--- src/rtl/bus_pkg.sv ---
/*
  core-side load/store bus definitions
  32-bit data bus only, byte lanes of 8 bits
  size is log2 of the byte count, size 3 (double) is never legal here
  byte addresses are 16 bits, higher words wrap onto the memory
*/
package bus_pkg;

  ////////////////////
  // geometry
  ////////////////////

  // byte address width
  localparam int ADR_W = 16;
  // data width
  localparam int DAT_W = 32;
  // bits per byte lane
  localparam int BYT_W = 8;
  // number of byte lanes
  localparam int BEN_W = DAT_W / BYT_W;
  // lane offset width, log2 of BEN_W
  localparam int OFS_W = 2;

  ////////////////////
  // encodings
  ////////////////////

  // size field, 0 byte, 1 half, 2 word, 3 double
  localparam int SIZ_W = 2;

  // byte order of the core data
  typedef enum logic {
    NDN_LITTLE = 1'b0,
    NDN_BIG    = 1'b1
  } ndn_t;

  // response status
  localparam logic STS_OK  = 1'b0;
  localparam logic STS_ERR = 1'b1;

endpackage

--- src/rtl/mem_pkg.sv ---
/*
  memory side geometry
  one word per address, word width equals the core data width
  read latency is fixed, only one cycle is supported by byte_sram
*/
package mem_pkg;

  ////////////////////
  // array size
  ////////////////////

  // number of words
  localparam int MEM_WORDS = 256;
  // word address width
  localparam int MEM_AW = 8;

  ////////////////////
  // timing
  ////////////////////

  // cycles from accepted read to valid read data
  localparam int MEM_DLY = 1;

endpackage

--- src/rtl/load_extend.sv ---
/*
  response side of the converter, purely combinational
  inputs come from the delay stage, so they describe the request
  that produced the current read lanes
  byte order is recovered from sel, no endianness input is needed
  result is meaningless for misaligned requests
*/
`timescale 1ns/10ps

module load_extend
  import bus_pkg::*;
(
  input  logic [BEN_W-1:0]            ben,
  input  logic [BEN_W-1:0][OFS_W-1:0] sel,
  input  logic [OFS_W-1:0]            ofs,
  input  logic [SIZ_W-1:0]            siz,
  input  logic                        uns,
  input  logic [DAT_W-1:0]            lane_rdt,
  output logic [DAT_W-1:0]            rdt
);

  // byte count of the access
  int cnt;
  // highest addressed lane of the access
  logic [OFS_W-1:0] lst;
  // lane holding the most significant data byte
  logic [OFS_W-1:0] top;
  // fill bit for the upper bytes
  logic sgn;

  assign cnt = 1 << siz;
  assign lst = OFS_W'(int'(ofs) + cnt - 1);

  ////////////////////
  // sign source
  ////////////////////

  // big endian puts the top byte on the lowest lane
  // for single bytes both choices are the same lane
  assign top = (int'(sel[ofs]) == cnt - 1) ? ofs : lst;

  // zero fill for unsigned loads
  assign sgn = ~uns & lane_rdt[BYT_W*top + BYT_W - 1];

  ////////////////////
  // gather
  ////////////////////

  always_comb begin
    // upper bytes, overwritten below where a lane is enabled
    rdt = {DAT_W{sgn}};
    for (int i = 0; i < BEN_W; i++) begin
      // inverse of the store steering
      if (ben[i]) begin
        rdt[BYT_W*sel[i] +: BYT_W] = lane_rdt[BYT_W*i +: BYT_W];
      end
    end
  end

endmodule

--- src/rtl/riscv2memory.sv ---
/*
  core to byte-lane memory converter
  response comes MEM_DLY cycles after the handshake, the memory
  must match that latency, only MEM_DLY = 1 is in use
  no response back-pressure, the core always takes rsp_vld
  misaligned requests complete the handshake but never reach memory
*/
`timescale 1ns/10ps

module riscv2memory
  import bus_pkg::*;
  import mem_pkg::*;
(
  input  logic              sub,
  input  logic              rst_n,
  // core request
  input  logic              req_vld,
  output logic              req_rdy,
  input  logic              req_wen,
  input  logic [ADR_W-1:0]  req_adr,
  input  logic [SIZ_W-1:0]  req_siz,
  input  ndn_t              req_ndn,
  input  logic              req_uns,
  input  logic [DAT_W-1:0]  req_wdt,
  // core response
  output logic              rsp_vld,
  output logic [DAT_W-1:0]  rsp_rdt,
  output logic              rsp_sts,
  output logic              mal,
  // memory side
  output logic              mem_vld,
  input  logic              mem_rdy,
  output logic              mem_wen,
  output logic [MEM_AW-1:0] mem_adr,
  output logic [BEN_W-1:0]  mem_ben,
  output logic [DAT_W-1:0]  mem_wdt,
  input  logic [DAT_W-1:0]  mem_rdt
);

  // lane select from the request half
  logic [BEN_W-1:0][OFS_W-1:0] sel;
  // delay stage, one entry per cycle of latency
  logic [MEM_DLY-1:0]          vld_q;
  logic [MEM_DLY-1:0]          wen_q;
  logic [MEM_DLY-1:0]          mal_q;
  logic [MEM_DLY-1:0]          uns_q;
  logic [SIZ_W-1:0]            siz_q [MEM_DLY];
  logic [OFS_W-1:0]            ofs_q [MEM_DLY];
  logic [BEN_W-1:0]            ben_q [MEM_DLY];
  logic [BEN_W-1:0][OFS_W-1:0] sel_q [MEM_DLY];
  // extended load data
  logic [DAT_W-1:0]            ext_rdt;

  ////////////////////
  // request
  ////////////////////

  // stall comes only from memory
  assign req_rdy = mem_rdy;
  assign mem_vld = req_vld & ~mal;
  assign mem_wen = req_wen;
  // word address, upper bits beyond the array are dropped
  assign mem_adr = req_adr[OFS_W +: MEM_AW];

  store_align u_store (
    .adr      (req_adr),
    .siz      (req_siz),
    .ndn      (req_ndn),
    .wdt      (req_wdt),
    .mal      (mal),
    .ben      (mem_ben),
    .sel      (sel),
    .lane_wdt (mem_wdt)
  );

  ////////////////////
  // delay stage
  ////////////////////

  // control bits, cleared by reset
  always_ff @(posedge sub) begin
    if (!rst_n) begin
      vld_q <= '0;
      wen_q <= '0;
      mal_q <= '0;
    end else begin
      for (int i = MEM_DLY - 1; i > 0; i--) begin
        vld_q[i] <= vld_q[i-1];
        wen_q[i] <= wen_q[i-1];
        mal_q[i] <= mal_q[i-1];
      end
      vld_q[0] <= req_vld & req_rdy;
      wen_q[0] <= req_wen;
      mal_q[0] <= mal;
    end
  end

  // lane mapping of the request in flight
  always_ff @(posedge sub) begin
    for (int i = MEM_DLY - 1; i > 0; i--) begin
      uns_q[i] <= uns_q[i-1];
      siz_q[i] <= siz_q[i-1];
      ofs_q[i] <= ofs_q[i-1];
      ben_q[i] <= ben_q[i-1];
      sel_q[i] <= sel_q[i-1];
    end
    uns_q[0] <= req_uns;
    siz_q[0] <= req_siz;
    ofs_q[0] <= req_adr[OFS_W-1:0];
    ben_q[0] <= mem_ben;
    sel_q[0] <= sel;
  end

  ////////////////////
  // response
  ////////////////////

  load_extend u_load (
    .ben      (ben_q[MEM_DLY-1]),
    .sel      (sel_q[MEM_DLY-1]),
    .ofs      (ofs_q[MEM_DLY-1]),
    .siz      (siz_q[MEM_DLY-1]),
    .uns      (uns_q[MEM_DLY-1]),
    .lane_rdt (mem_rdt),
    .rdt      (ext_rdt)
  );

  assign rsp_vld = vld_q[MEM_DLY-1];
  assign rsp_sts = mal_q[MEM_DLY-1] ? STS_ERR : STS_OK;
  // writes and errors carry no data
  assign rsp_rdt = (wen_q[MEM_DLY-1] | mal_q[MEM_DLY-1]) ? '0 : ext_rdt;

endmodule

--- src/rtl/store_align.sv ---
/*
  request side of the converter, purely combinational
  write data comes in right aligned and leaves on the addressed lanes
  sel is also kept for the response side to undo the mapping
  lanes and sel are don't care while mal is high
*/
`timescale 1ns/10ps

module store_align
  import bus_pkg::*;
(
  input  logic [ADR_W-1:0]            adr,
  input  logic [SIZ_W-1:0]            siz,
  input  ndn_t                        ndn,
  input  logic [DAT_W-1:0]            wdt,
  output logic                        mal,
  output logic [BEN_W-1:0]            ben,
  output logic [BEN_W-1:0][OFS_W-1:0] sel,
  output logic [DAT_W-1:0]            lane_wdt
);

  // lane offset and byte count
  int ofs;
  int cnt;

  assign ofs = int'(adr[OFS_W-1:0]);
  assign cnt = 1 << siz;

  ////////////////////
  // alignment
  ////////////////////

  // low address bits must be a multiple of the size
  always_comb begin
    case (siz)
      2'd0:    mal = 1'b0;
      2'd1:    mal = adr[0];
      2'd2:    mal = |adr[1:0];
      // no double on a 32-bit bus
      default: mal = 1'b1;
    endcase
  end

  ////////////////////
  // lane steering
  ////////////////////

  always_comb begin
    for (int i = 0; i < BEN_W; i++) begin
      // lanes ofs .. ofs+cnt-1
      ben[i] = (i >= ofs) && (i < ofs + cnt);
      // source byte of wdt for lane i
      if (ndn == NDN_BIG) begin
        // msb byte lands on the lowest addressed lane
        sel[i] = OFS_W'(ofs + cnt - 1 - i);
      end else begin
        // lsb byte lands on the lowest addressed lane
        sel[i] = OFS_W'(i - ofs);
      end
      // unused lanes stay quiet
      lane_wdt[BYT_W*i +: BYT_W] = ben[i] ? wdt[BYT_W*sel[i] +: BYT_W] : '0;
    end
  end

endmodule

--- config.mk ---
export PLATFORM = sky130hd
export DESIGN_NAME = riscv2memory
export DESIGN_NICKNAME = d
export VERILOG_FILES = /design/src/rtl/bus_pkg.sv /design/src/rtl/mem_pkg.sv /design/src/rtl/load_extend.sv /design/src/rtl/riscv2memory.sv /design/src/rtl/store_align.sv
export SDC_FILE = /design/constraint.sdc
export NUM_CORES = 1
export LEC_CHECK = 0
export ABC_AREA = 1
export BUFFER_PORTS_ARGS = -buffer_cell sky130_fd_sc_hd__buf_2
export CAP_MARGIN = 10
export CORE_MARGIN = 4
export CORE_UTILIZATION = 46
export CTS_CLUSTER_SIZE = 8
export DETAILED_ROUTE_END_ITERATION = 12
export PLACE_DENSITY = 0.84
export SLEW_MARGIN = 10
export SYNTH_ARGS = -nofsm -noshare
export SYNTH_HDL_FRONTEND = slang
export SYNTH_SLANG_ARGS = --single-unit
export TNS_END_PERCENT = 100
--- constraint.sdc ---
create_clock -name sub -period 7 [get_ports sub]
set_input_delay 2.1 -clock sub [delete_from_list [all_inputs] [get_ports sub]]
set_output_delay 2.1 -clock sub [all_outputs]
set_load 0.005 [all_outputs]
==> flow_metrics.py, run 1 <==
metrics = {
    "run_status": {
        "status": "completed",
    },
    "detailed_routing": {
        "dr.first_iter.drc_count": 495,
        "first_pass_iters": 6,
        "routed-via-count": 5723,
        "viasPerCell": 5.39,
        "drc": 0,
        "routed_wl_um": 14300,
        "wl_per_cell_um": 13.4,
        "final_antenna_net_count": 0,
    },
    "power": {
        "p_leak_uw": 0.00283,
        "vdd_ir_drop_max_mv": 0.0689,
        "power.density_nw_per_um2": 156,
    },
    "sta": {
        "fmax_ghz": 0.148,
        "setup_viol": 0,
        "drv_slew": 0,
        "finalSetupTns_ns": 0,
        "worstMarginPinSlew_ns": 0.987,
        "fin_ws_ns": 0.266,
        "fin_crit_ns": 6.73,
        "relSlewSlack_pct": 33.7,
        "hold_violations": 0,
        "post-route-period-util_pct": 96.2,
        "rsz0062_at_grt": "false",
    },
    "floorplanning": {
        "rows": 34,
        "io_pins": 171,
        "initial_core_util_pct": 48.0,
        "die_h_um": 104,
        "dieArea_um2": 10800,
        "core_um2": 8850,
        "die_width_um": 104,
    },
    "grt": {
        "gr-total-overflow": 0,
        "first_global_vias": 4990,
        "grt_use_met3_pct": 4.28,
        "grt_usage_pct": 25.2,
        "grtUsageMet2_pct": 42.5,
        "antenna_found_initial": 0,
        "use_met1_pct": 32.2,
        "busiest_layer": "met2",
        "grt_max_degree": 34,
        "grt_pass1_wl_um": 23200,
    },
    "worst_setup_path": {
        "cp_slowest_cell": "fa_1",
        "cp_num_buf_inv": 3,
        "max_stage_delay_ns": 0.46,
        "cp.arrival_ns": 4.63,
        "cp_common_cell": "nor2_1",
        "cp.required_ns": 4.90,
        "end_kind": "output pin",
        "crit_chain": "buf_2, nor2_1, ha_1, fa_1, ha_1, xor2_1, nor2_1, or2_2, clkinvlp_4, nor2_1, nor3_1, buf_2",
        "cp_top_family": "adder cells",
        "cp_max_fo": 18,
        "path_class": "primary input to output pin",
        "worstSetupStartpointType": "primary input",
    },
    "placed_design": {
        "hpwl_um": 11500,
        "port_buffers": 148,
        "globalplace.congestion": 0.980,
        "dpl_worst_slack_ns": 0.239,
    },
    "clock_tree": {
        "cts.htree.levels": 1,
        "clkTransAtPathRegs_ns": 0.07,
        "clkSinkCount": 18,
        "cts_hold_buf": 0,
        "cts_inserted_buffers": 3,
        "clock_path_buffers": 2,
        "cts_root_buf": "clkbuf_8",
        "cts_tree": "done",
    },
    "synthesis": {
        "synth_area_leader_cell": "nand2_1",
        "synthXorXnorAreaFrac_pct": 0.412,
        "ys_warn_count": 0,
        "synth-simple-area-share_pct": 44.9,
        "synth-seq-cells": 18,
        "synthAdderAreaFrac_pct": 9.01,
        "seq_area_frac_synth_pct": 8.48,
        "syn-instance-count": 840,
        "synth_area_um2": 4250,
        "synth_area_per_cell_um2": 5.06,
        "synth_cell_type_count": 35,
        "synthTopCellsByArea": "nand2_1 (26%), nor2_1 (9.5%), a21oi_1 (9.2%)",
        "synth_mux_area_share_pct": 0,
        "synth_top_family_by_area": "simple AND/OR/NAND/NOR gates",
        "syn_nets": 959,
        "synth_top_cell_area_share_pct": 26.2,
        "synth_compound_area_share_pct": 24.1,
    },
    "final_layout": {
        "layout-drive-gt1-share_pct": 19.1,
        "fin_nets": 1074,
        "layout_common_cells": "nand2_1 (296), buf_2 (148), nor2_1 (107)",
        "fill_cells": 926,
        "syn2layout_area_growth_pct": 18.2,
        "n_antenna_cell": 0,
        "final_common_cell": "nand2_1",
    },
    "min_path": {
        "min_path_type": "primary input to flop",
    },
    "job": {
        "max_cap_violations": 0,
    },
}
[sequential cells by signal (all words and copies together), names as in the netlist]
name and flops:
uns_q 1, mal_q 1, sel_q 6, ofs_q 2
ben_q 4, siz_q 2, rsp_vld 1, wen_q 1
[path summary, 6_finish.rpt]
kind,cells after the start,start,to
hold / removal,1,req_uns,uns_q
setup / recovery,12,req_siz[1],mem_wdt[14]
[stage by stage]
step	util, %	hold slack, ns	cells	total power, µW	area (µm²)
after floorplan	-	2.13	840	512	4250
after global placement	56.0	2.20	1057	684	4950
after detailed placement	56.0	2.20	1057	690	4950
after CTS	56.6	1.94	1061	777	5010
after global routing	56.8	1.94	1062	870	5020
final	56.8	1.95	1062	784	5020
[area by class of cell]
| type | instances | area (µm²) | share of cell area (%) |
|---|---|---|---|
| Clock buffer | 4 | 55.1 | 1.10 |
| Inverter | 90 | 349 | 6.95 |
| Multi-Input combinational cell | 687 | 3330 | 66.3 |
| Sequential cell | 18 | 360 | 7.17 |
| Tap cell | 108 | 135 | 2.69 |
| Timing Repair Buffer | 155 | 793 | 15.8 |
[power breakdown]
part / switching (µW) / internal [µW] / total [µW] / leakage [µW]
clock network: 33.1 / 49.9 / 83.0 / 0.0000288
registers: 13.8 / 113 / 127 / 0.000151
logic: 369 / 205 / 574 / 0.00265
total: 416 / 368 / 784 / 0.00283
[logic make-up after synthesis]
family                     Yosys count
AOI/OAI and AO/OA                  183
xor gates and xnor gates             2
adders and majority gates           30
buffers and inverters              135
DFF                                 18
and+or+nand+nor                    472
[cells in the mapped netlist (all sizes together)]
| cell | count |
|---|---|
| a21boi | 2 |
| a21oi | 80 |
| a22oi | 1 |
| a31oi | 17 |
| buf | 17 |
| clkbuf | 28 |
| clkinv | 4 |
| dfxtp | 18 |
| fa | 1 |
| ha | 29 |
| inv | 86 |
| nand2 | 300 |
| nand3 | 33 |
| nand4 | 5 |
| nor2 | 108 |
| nor3 | 23 |
| o21a | 1 |
| o21ai | 71 |
| o21bai | 1 |
| o22ai | 1 |
| o31ai | 9 |
| or2 | 3 |
| xor2 | 2 |
[repair_timing]
action,4_1_cts,5_1_grt
endpoints found under the setup margin,0,30
setup buffers,0,1
resized for setup,0,2
[routing by layer]
layer  wire, µm  up-vias
li1           -     2913
met1       5760     2436
met2       6310      329
met3       1630       45
met4        552        0
met5          0        -
Power figures use the tool's default switching activity.
==> run 2, diff against run 1 <==
==> constraint.sdc (replaced) <==
create_clock -name sub -period 7 [get_ports sub]
set_input_delay 1.4 -clock sub [delete_from_list [all_inputs] [get_ports sub]]
set_output_delay 1.4 -clock sub [all_outputs]
set_load 0.005 [all_outputs]
==> run 2 against run 1 <==
- count of clock-buffer cells in the layout did not move
- final cell count fell by 0.47%
- maximum frequency rose by 17%
- critical endpoint is now mem_wdt[22]
- final area fell by 0.90%
- via count fell by 0.28%
- die area did not move
- critical path depth fell by 1
- routed wire length rose by 0.64%
- combinational power fell by 0.9%
- total power fell by 0.43%
- first-iteration DRC count rose by 1.0%
- largest cell class unchanged
==> flow_metrics.py, run 2 (synthesized netlist as in run 1, its figures left out) <==
metrics = {
    "grt": {
        "grt_usage_pct": 25.0,
        "first_global_vias": 5032,
        "grt_max_degree": 35,
        "antenna_found_initial": 0,
        "gr-total-overflow": 0,
        "grt_pass1_wl_um": 22900,
    },
    "final_layout": {
        "largestRegisters": "sel_q (6), ben_q (4)",
        "largest_reg_flops": 6,
        "fin_nets": 1069,
        "fin_area_um2": 4980,
        "top_register": "sel_q",
        "fill_cells": 970,
        "layout-drive-gt1-share_pct": 18.4,
        "final_common_cell": "nand2_1",
        "layout_common_cells": "nand2_1 (296), buf_2 (148), nor2_1 (107)",
        "n_antenna_cell": 0,
        "syn2layout_area_growth_pct": 17.2,
    },
    "clock_tree": {
        "cts.htree.levels": 1,
        "post-cts-setup-buffers": 0,
        "cts_tree": "done",
        "cts_resized": 0,
        "clock_path_buffers": 2,
        "cts_root_buf": "clkbuf_8",
        "clkTransAtPathRegs_ns": 0.07,
        "clkSinkCount": 18,
        "cts_hold_buf": 0,
        "cts_inserted_buffers": 3,
    },
    "power": {
        "total_power_uw": 781,
        "pwr-share-seq_pct": 16.2,
        "comb_power_share_pct": 72.9,
        "p_leak_uw": 0.00281,
        "power.density_nw_per_um2": 157,
        "swShare_pct": 53.5,
        "p_int_uw": 363,
        "clkPwrFrac_pct": 10.9,
        "vdd_ir_drop_max_mv": 0.0741,
        "power.switching_uw": 418,
    },
    "min_path": {
        "min_path_type": "primary input to flop",
    },
    "job": {
        "max_cap_violations": 0,
    },
    "floorplanning": {
        "die_width_um": 104,
        "io_pins": 171,
        "die_h_um": 104,
        "dieArea_um2": 10800,
        "rows": 34,
        "initial_core_util_pct": 48.0,
        "core_um2": 8850,
    },
    "sta": {
        "hold_ws_ns": 1.24,
        "finalSetupTns_ns": 0,
        "worstMarginPinSlew_ns": 1.04,
        "rsz0062_at_grt": "false",
        "relSlewSlack_pct": 29.9,
        "drv_slew": 0,
        "fin_crit_ns": 5.78,
        "hold_violations": 0,
        "post-route-period-util_pct": 82.6,
        "fmax_ghz": 0.173,
        "setup_viol": 0,
    },
    "detailed_routing": {
        "dr.first_iter.drc_count": 500,
        "wl_per_cell_um": 13.6,
        "drc": 0,
        "first_pass_iters": 6,
        "routed_wl_um": 14300,
        "viasPerCell": 5.40,
        "routed-via-count": 5707,
        "final_antenna_net_count": 0,
    },
    "worst_setup_path": {
        "cp.required_ns": 5.60,
        "path_class": "primary input to output pin",
        "crit_chain": "buf_2, nor2_1, ha_1, fa_1, ha_1, nand2_1, o21ai_1, clkinv_1, nor2_1, nor3_1, buf_2",
        "worstSetupStartpointType": "primary input",
        "cp.arrival_ns": 4.38,
        "max_stage_delay_ns": 0.69,
        "cp_slowest_cell": "clkinv_1",
        "cp_max_fo": 18,
        "end_kind": "output pin",
    },
    "run_status": {
        "status": "completed",
    },
    "placed_design": {
        "port_buffers": 148,
        "globalplace.congestion": 0.947,
        "hpwl_um": 11600,
        "placed_area_um2": 4920,
    },
}
[run 2: metal layers]
layer / up-vias / share of wire (%) / track usage [%]
li1: 2902 / - / -
met5: - / 0 / 0
met1: 2428 / 40 / 31.1
met4: 0 / 4.3 / 11.8
met2: 325 / 44 / 42.1
met3: 52 / 12 / 3.97
[run 2: critical path: cells and delay by family]
family / cells / cell delay [ns]
AO/OA/AOI/OAI: 1 / 0.53
adder cells (fa/ha/maj): 3 / 0.97
buffers and inverters: 3 / 0.96
AND/OR/NAND/NOR: 4 / 0.50
[run 2: area by class of cell]
cell class | count | area, µm² | share of cell area [%]
Multi-Input combinational cell | 687 | 3330 | 66.9
Timing Repair Buffer | 150 | 756 | 15.2
Tap cell | 108 | 135 | 2.71
Sequential cell | 18 | 360 | 7.24
Inverter | 90 | 342 | 6.86
Clock buffer | 4 | 55.1 | 1.11
[run 2: path summary, 6_finish.rpt]
kind	start	endpoint	cells after the start
worst max-delay path	req_siz[1]	mem_wdt[22]	11
worst min-delay path	req_uns	uns_q	1
[run 2: stage by stage]
step	cells	util [%]	setup slack, ns
6_report	1057	56.3	1.22
5_1_grt	1057	56.3	0.931
4_1_cts	1057	56.3	1.29
3_5_place_dp	1053	55.6	1.30
3_3_place_gp	1053	55.6	1.33
2_1_floorplan	840	-	1.92
[run 2: power groups by stage]
stage               Sequential [µW]  Combinational, µW  Clock (µW)
floorplan                       122                390           0
global placement                128                550           0
detailed placement              129                558           0
CTS                             127                561        88.4
global route                    129                641        92.3
finish                          127                569        85.3
==> run 3, diff against run 2 <==
PLACE_DENSITY = 0.87   (was 0.84)
clock period = 4.88 ns   (was 7 ns; I/O delays follow)
==> run 3 against run 2 <==
- sequential share of layout area is essentially flat
- clock power grew 16%
- highest routed layer unchanged
- largest cell class unchanged
- critical path type unchanged
- first-iteration DRC count grew 13%
==> flow_metrics.py, run 3 (synthesized netlist as in run 1, its figures left out) <==
metrics = {
    "sta": {
        "fin_crit_ns": 4.60,
        "rsz0062_at_grt": "false",
        "fin_ws_ns": 0.278,
        "hold_violations": 0,
        "drv_slew": 0,
        "post-route-period-util_pct": 94.3,
        "setup_viol": 0,
        "finalSetupTns_ns": 0,
        "relSlewSlack_pct": 32.3,
        "fmax_ghz": 0.217,
        "worstMarginPinSlew_ns": 1.01,
    },
    "final_layout": {
        "fin_nets": 1071,
        "layout-drive-gt1-share_pct": 18.5,
        "largest_reg_flops": 6,
        "top_register": "sel_q",
        "multi_input_area_um2": 3330,
        "fill_cells": 947,
        "syn2layout_area_growth_pct": 17.2,
        "layout_common_cells": "nand2_1 (296), buf_2 (148), nor2_1 (107)",
        "final_common_cell": "nand2_1",
        "largestRegisters": "sel_q (6), ben_q (4)",
        "n_antenna_cell": 0,
        "regArea_um2": 360,
    },
    "grt": {
        "grt_max_degree": 34,
        "grt_pass1_wl_um": 22900,
        "first_global_vias": 4943,
        "grt_usage_pct": 25.0,
        "gr-total-overflow": 0,
        "antenna_found_initial": 0,
    },
    "clock_tree": {
        "cts_tree": "done",
        "post-cts-setup-buffers": 0,
        "cts_inserted_buffers": 3,
        "cts_resized": 0,
        "cts_root_buf": "clkbuf_8",
        "cts_hold_buf": 0,
        "clkSinkCount": 18,
        "cts.htree.levels": 1,
        "clkTransAtPathRegs_ns": 0.06,
        "clock_path_buffers": 2,
    },
    "detailed_routing": {
        "routed_wl_um": 14300,
        "final_antenna_net_count": 0,
        "routed-via-count": 5711,
        "first_pass_iters": 5,
        "dr.first_iter.drc_count": 563,
        "drc": 0,
        "viasPerCell": 5.40,
        "wl_per_cell_um": 13.5,
    },
    "floorplanning": {
        "dieArea_um2": 10800,
        "io_pins": 171,
        "initial_core_util_pct": 48.0,
        "die_h_um": 104,
        "core_um2": 8850,
        "rows": 34,
        "die_width_um": 104,
    },
    "min_path": {
        "min_path_type": "primary input to flop",
    },
    "placed_design": {
        "port_buffers": 148,
        "globalplace.congestion": 0.970,
        "dpl_worst_slack_ns": 0.278,
        "hpwl_um": 11600,
    },
    "worst_setup_path": {
        "path_class": "primary input to output pin",
        "cp_max_fo": 18,
        "cp.required_ns": 3.90,
        "cp.arrival_ns": 3.63,
        "worstSetupStartpointType": "primary input",
        "end_kind": "output pin",
    },
    "power": {
        "p_leak_uw": 0.00281,
        "vdd_ir_drop_max_mv": 0.137,
        "power.density_nw_per_um2": 220,
    },
    "run_status": {
        "status": "completed",
    },
    "job": {
        "max_cap_violations": 0,
    },
}
==> run 3: final timing paths <==
path,from,to,depth (start not counted)
setup / recovery,req_siz[1],mem_wdt[24],12
hold / removal,req_uns,uns_q,1
==> run 3: report_power, final <==
part | total [µW] | leakage, µW | internal, µW | switching [µW]
Combinational | 814 | 0.00264 | 290 | 524
Clock | 99.1 | 0.0000216 | 54.7 | 44.4
Sequential | 183 | 0.000151 | 162 | 21.3
Total | 1100 | 0.00281 | 507 | 590
==> run 3: final cells by class <==
cell class / count / area share [%]
clock buffer: 3 / 0.829
tap: 108 / 2.71
timing repair buffer: 152 / 15.5
multi-input combinational: 687 / 66.9
sequential: 18 / 7.24
inverter: 90 / 6.86
==> run 3: worst max-delay path, stage by stage <==
cell	delay [ns]
buf_2	0.13
nor2_1	0.10
ha_1	0.20
fa_1	0.47
ha_1	0.34
xor2_1	0.16
nor2_1	0.07
or2_2	0.30
clkinv_1	0.45
nor2_1	0.22
nor2_1	0.08
buf_2	0.13
==> run 3: per-stage QoR <==
| step | util, % | hold WS (ns) | cell area, µm² | cells | power, µW |
|---|---|---|---|---|---|
| global placement | 55.8 | 1.08 | 4940 | 1055 | 979 |
| global route | 56.3 | 0.827 | 4980 | 1058 | 1210 |
| finish | 56.3 | 0.823 | 4980 | 1058 | 1100 |
| detailed placement | 55.8 | 1.08 | 4940 | 1055 | 989 |
| floorplan | - | 1.00 | 4250 | 840 | 734 |
| CTS | 56.3 | 0.822 | 4980 | 1058 | 1090 |
==> run 3: layer usage <==
metal  share of wire [%]  vias to the layer above  GRT usage [%]
li1                    -                     2899              -
met3                  12                       50           4.78
met2                  45                      312           42.3
met4                 3.8                        0           10.3
met5                   0                        -              0
met1                  39                     2450           30.9
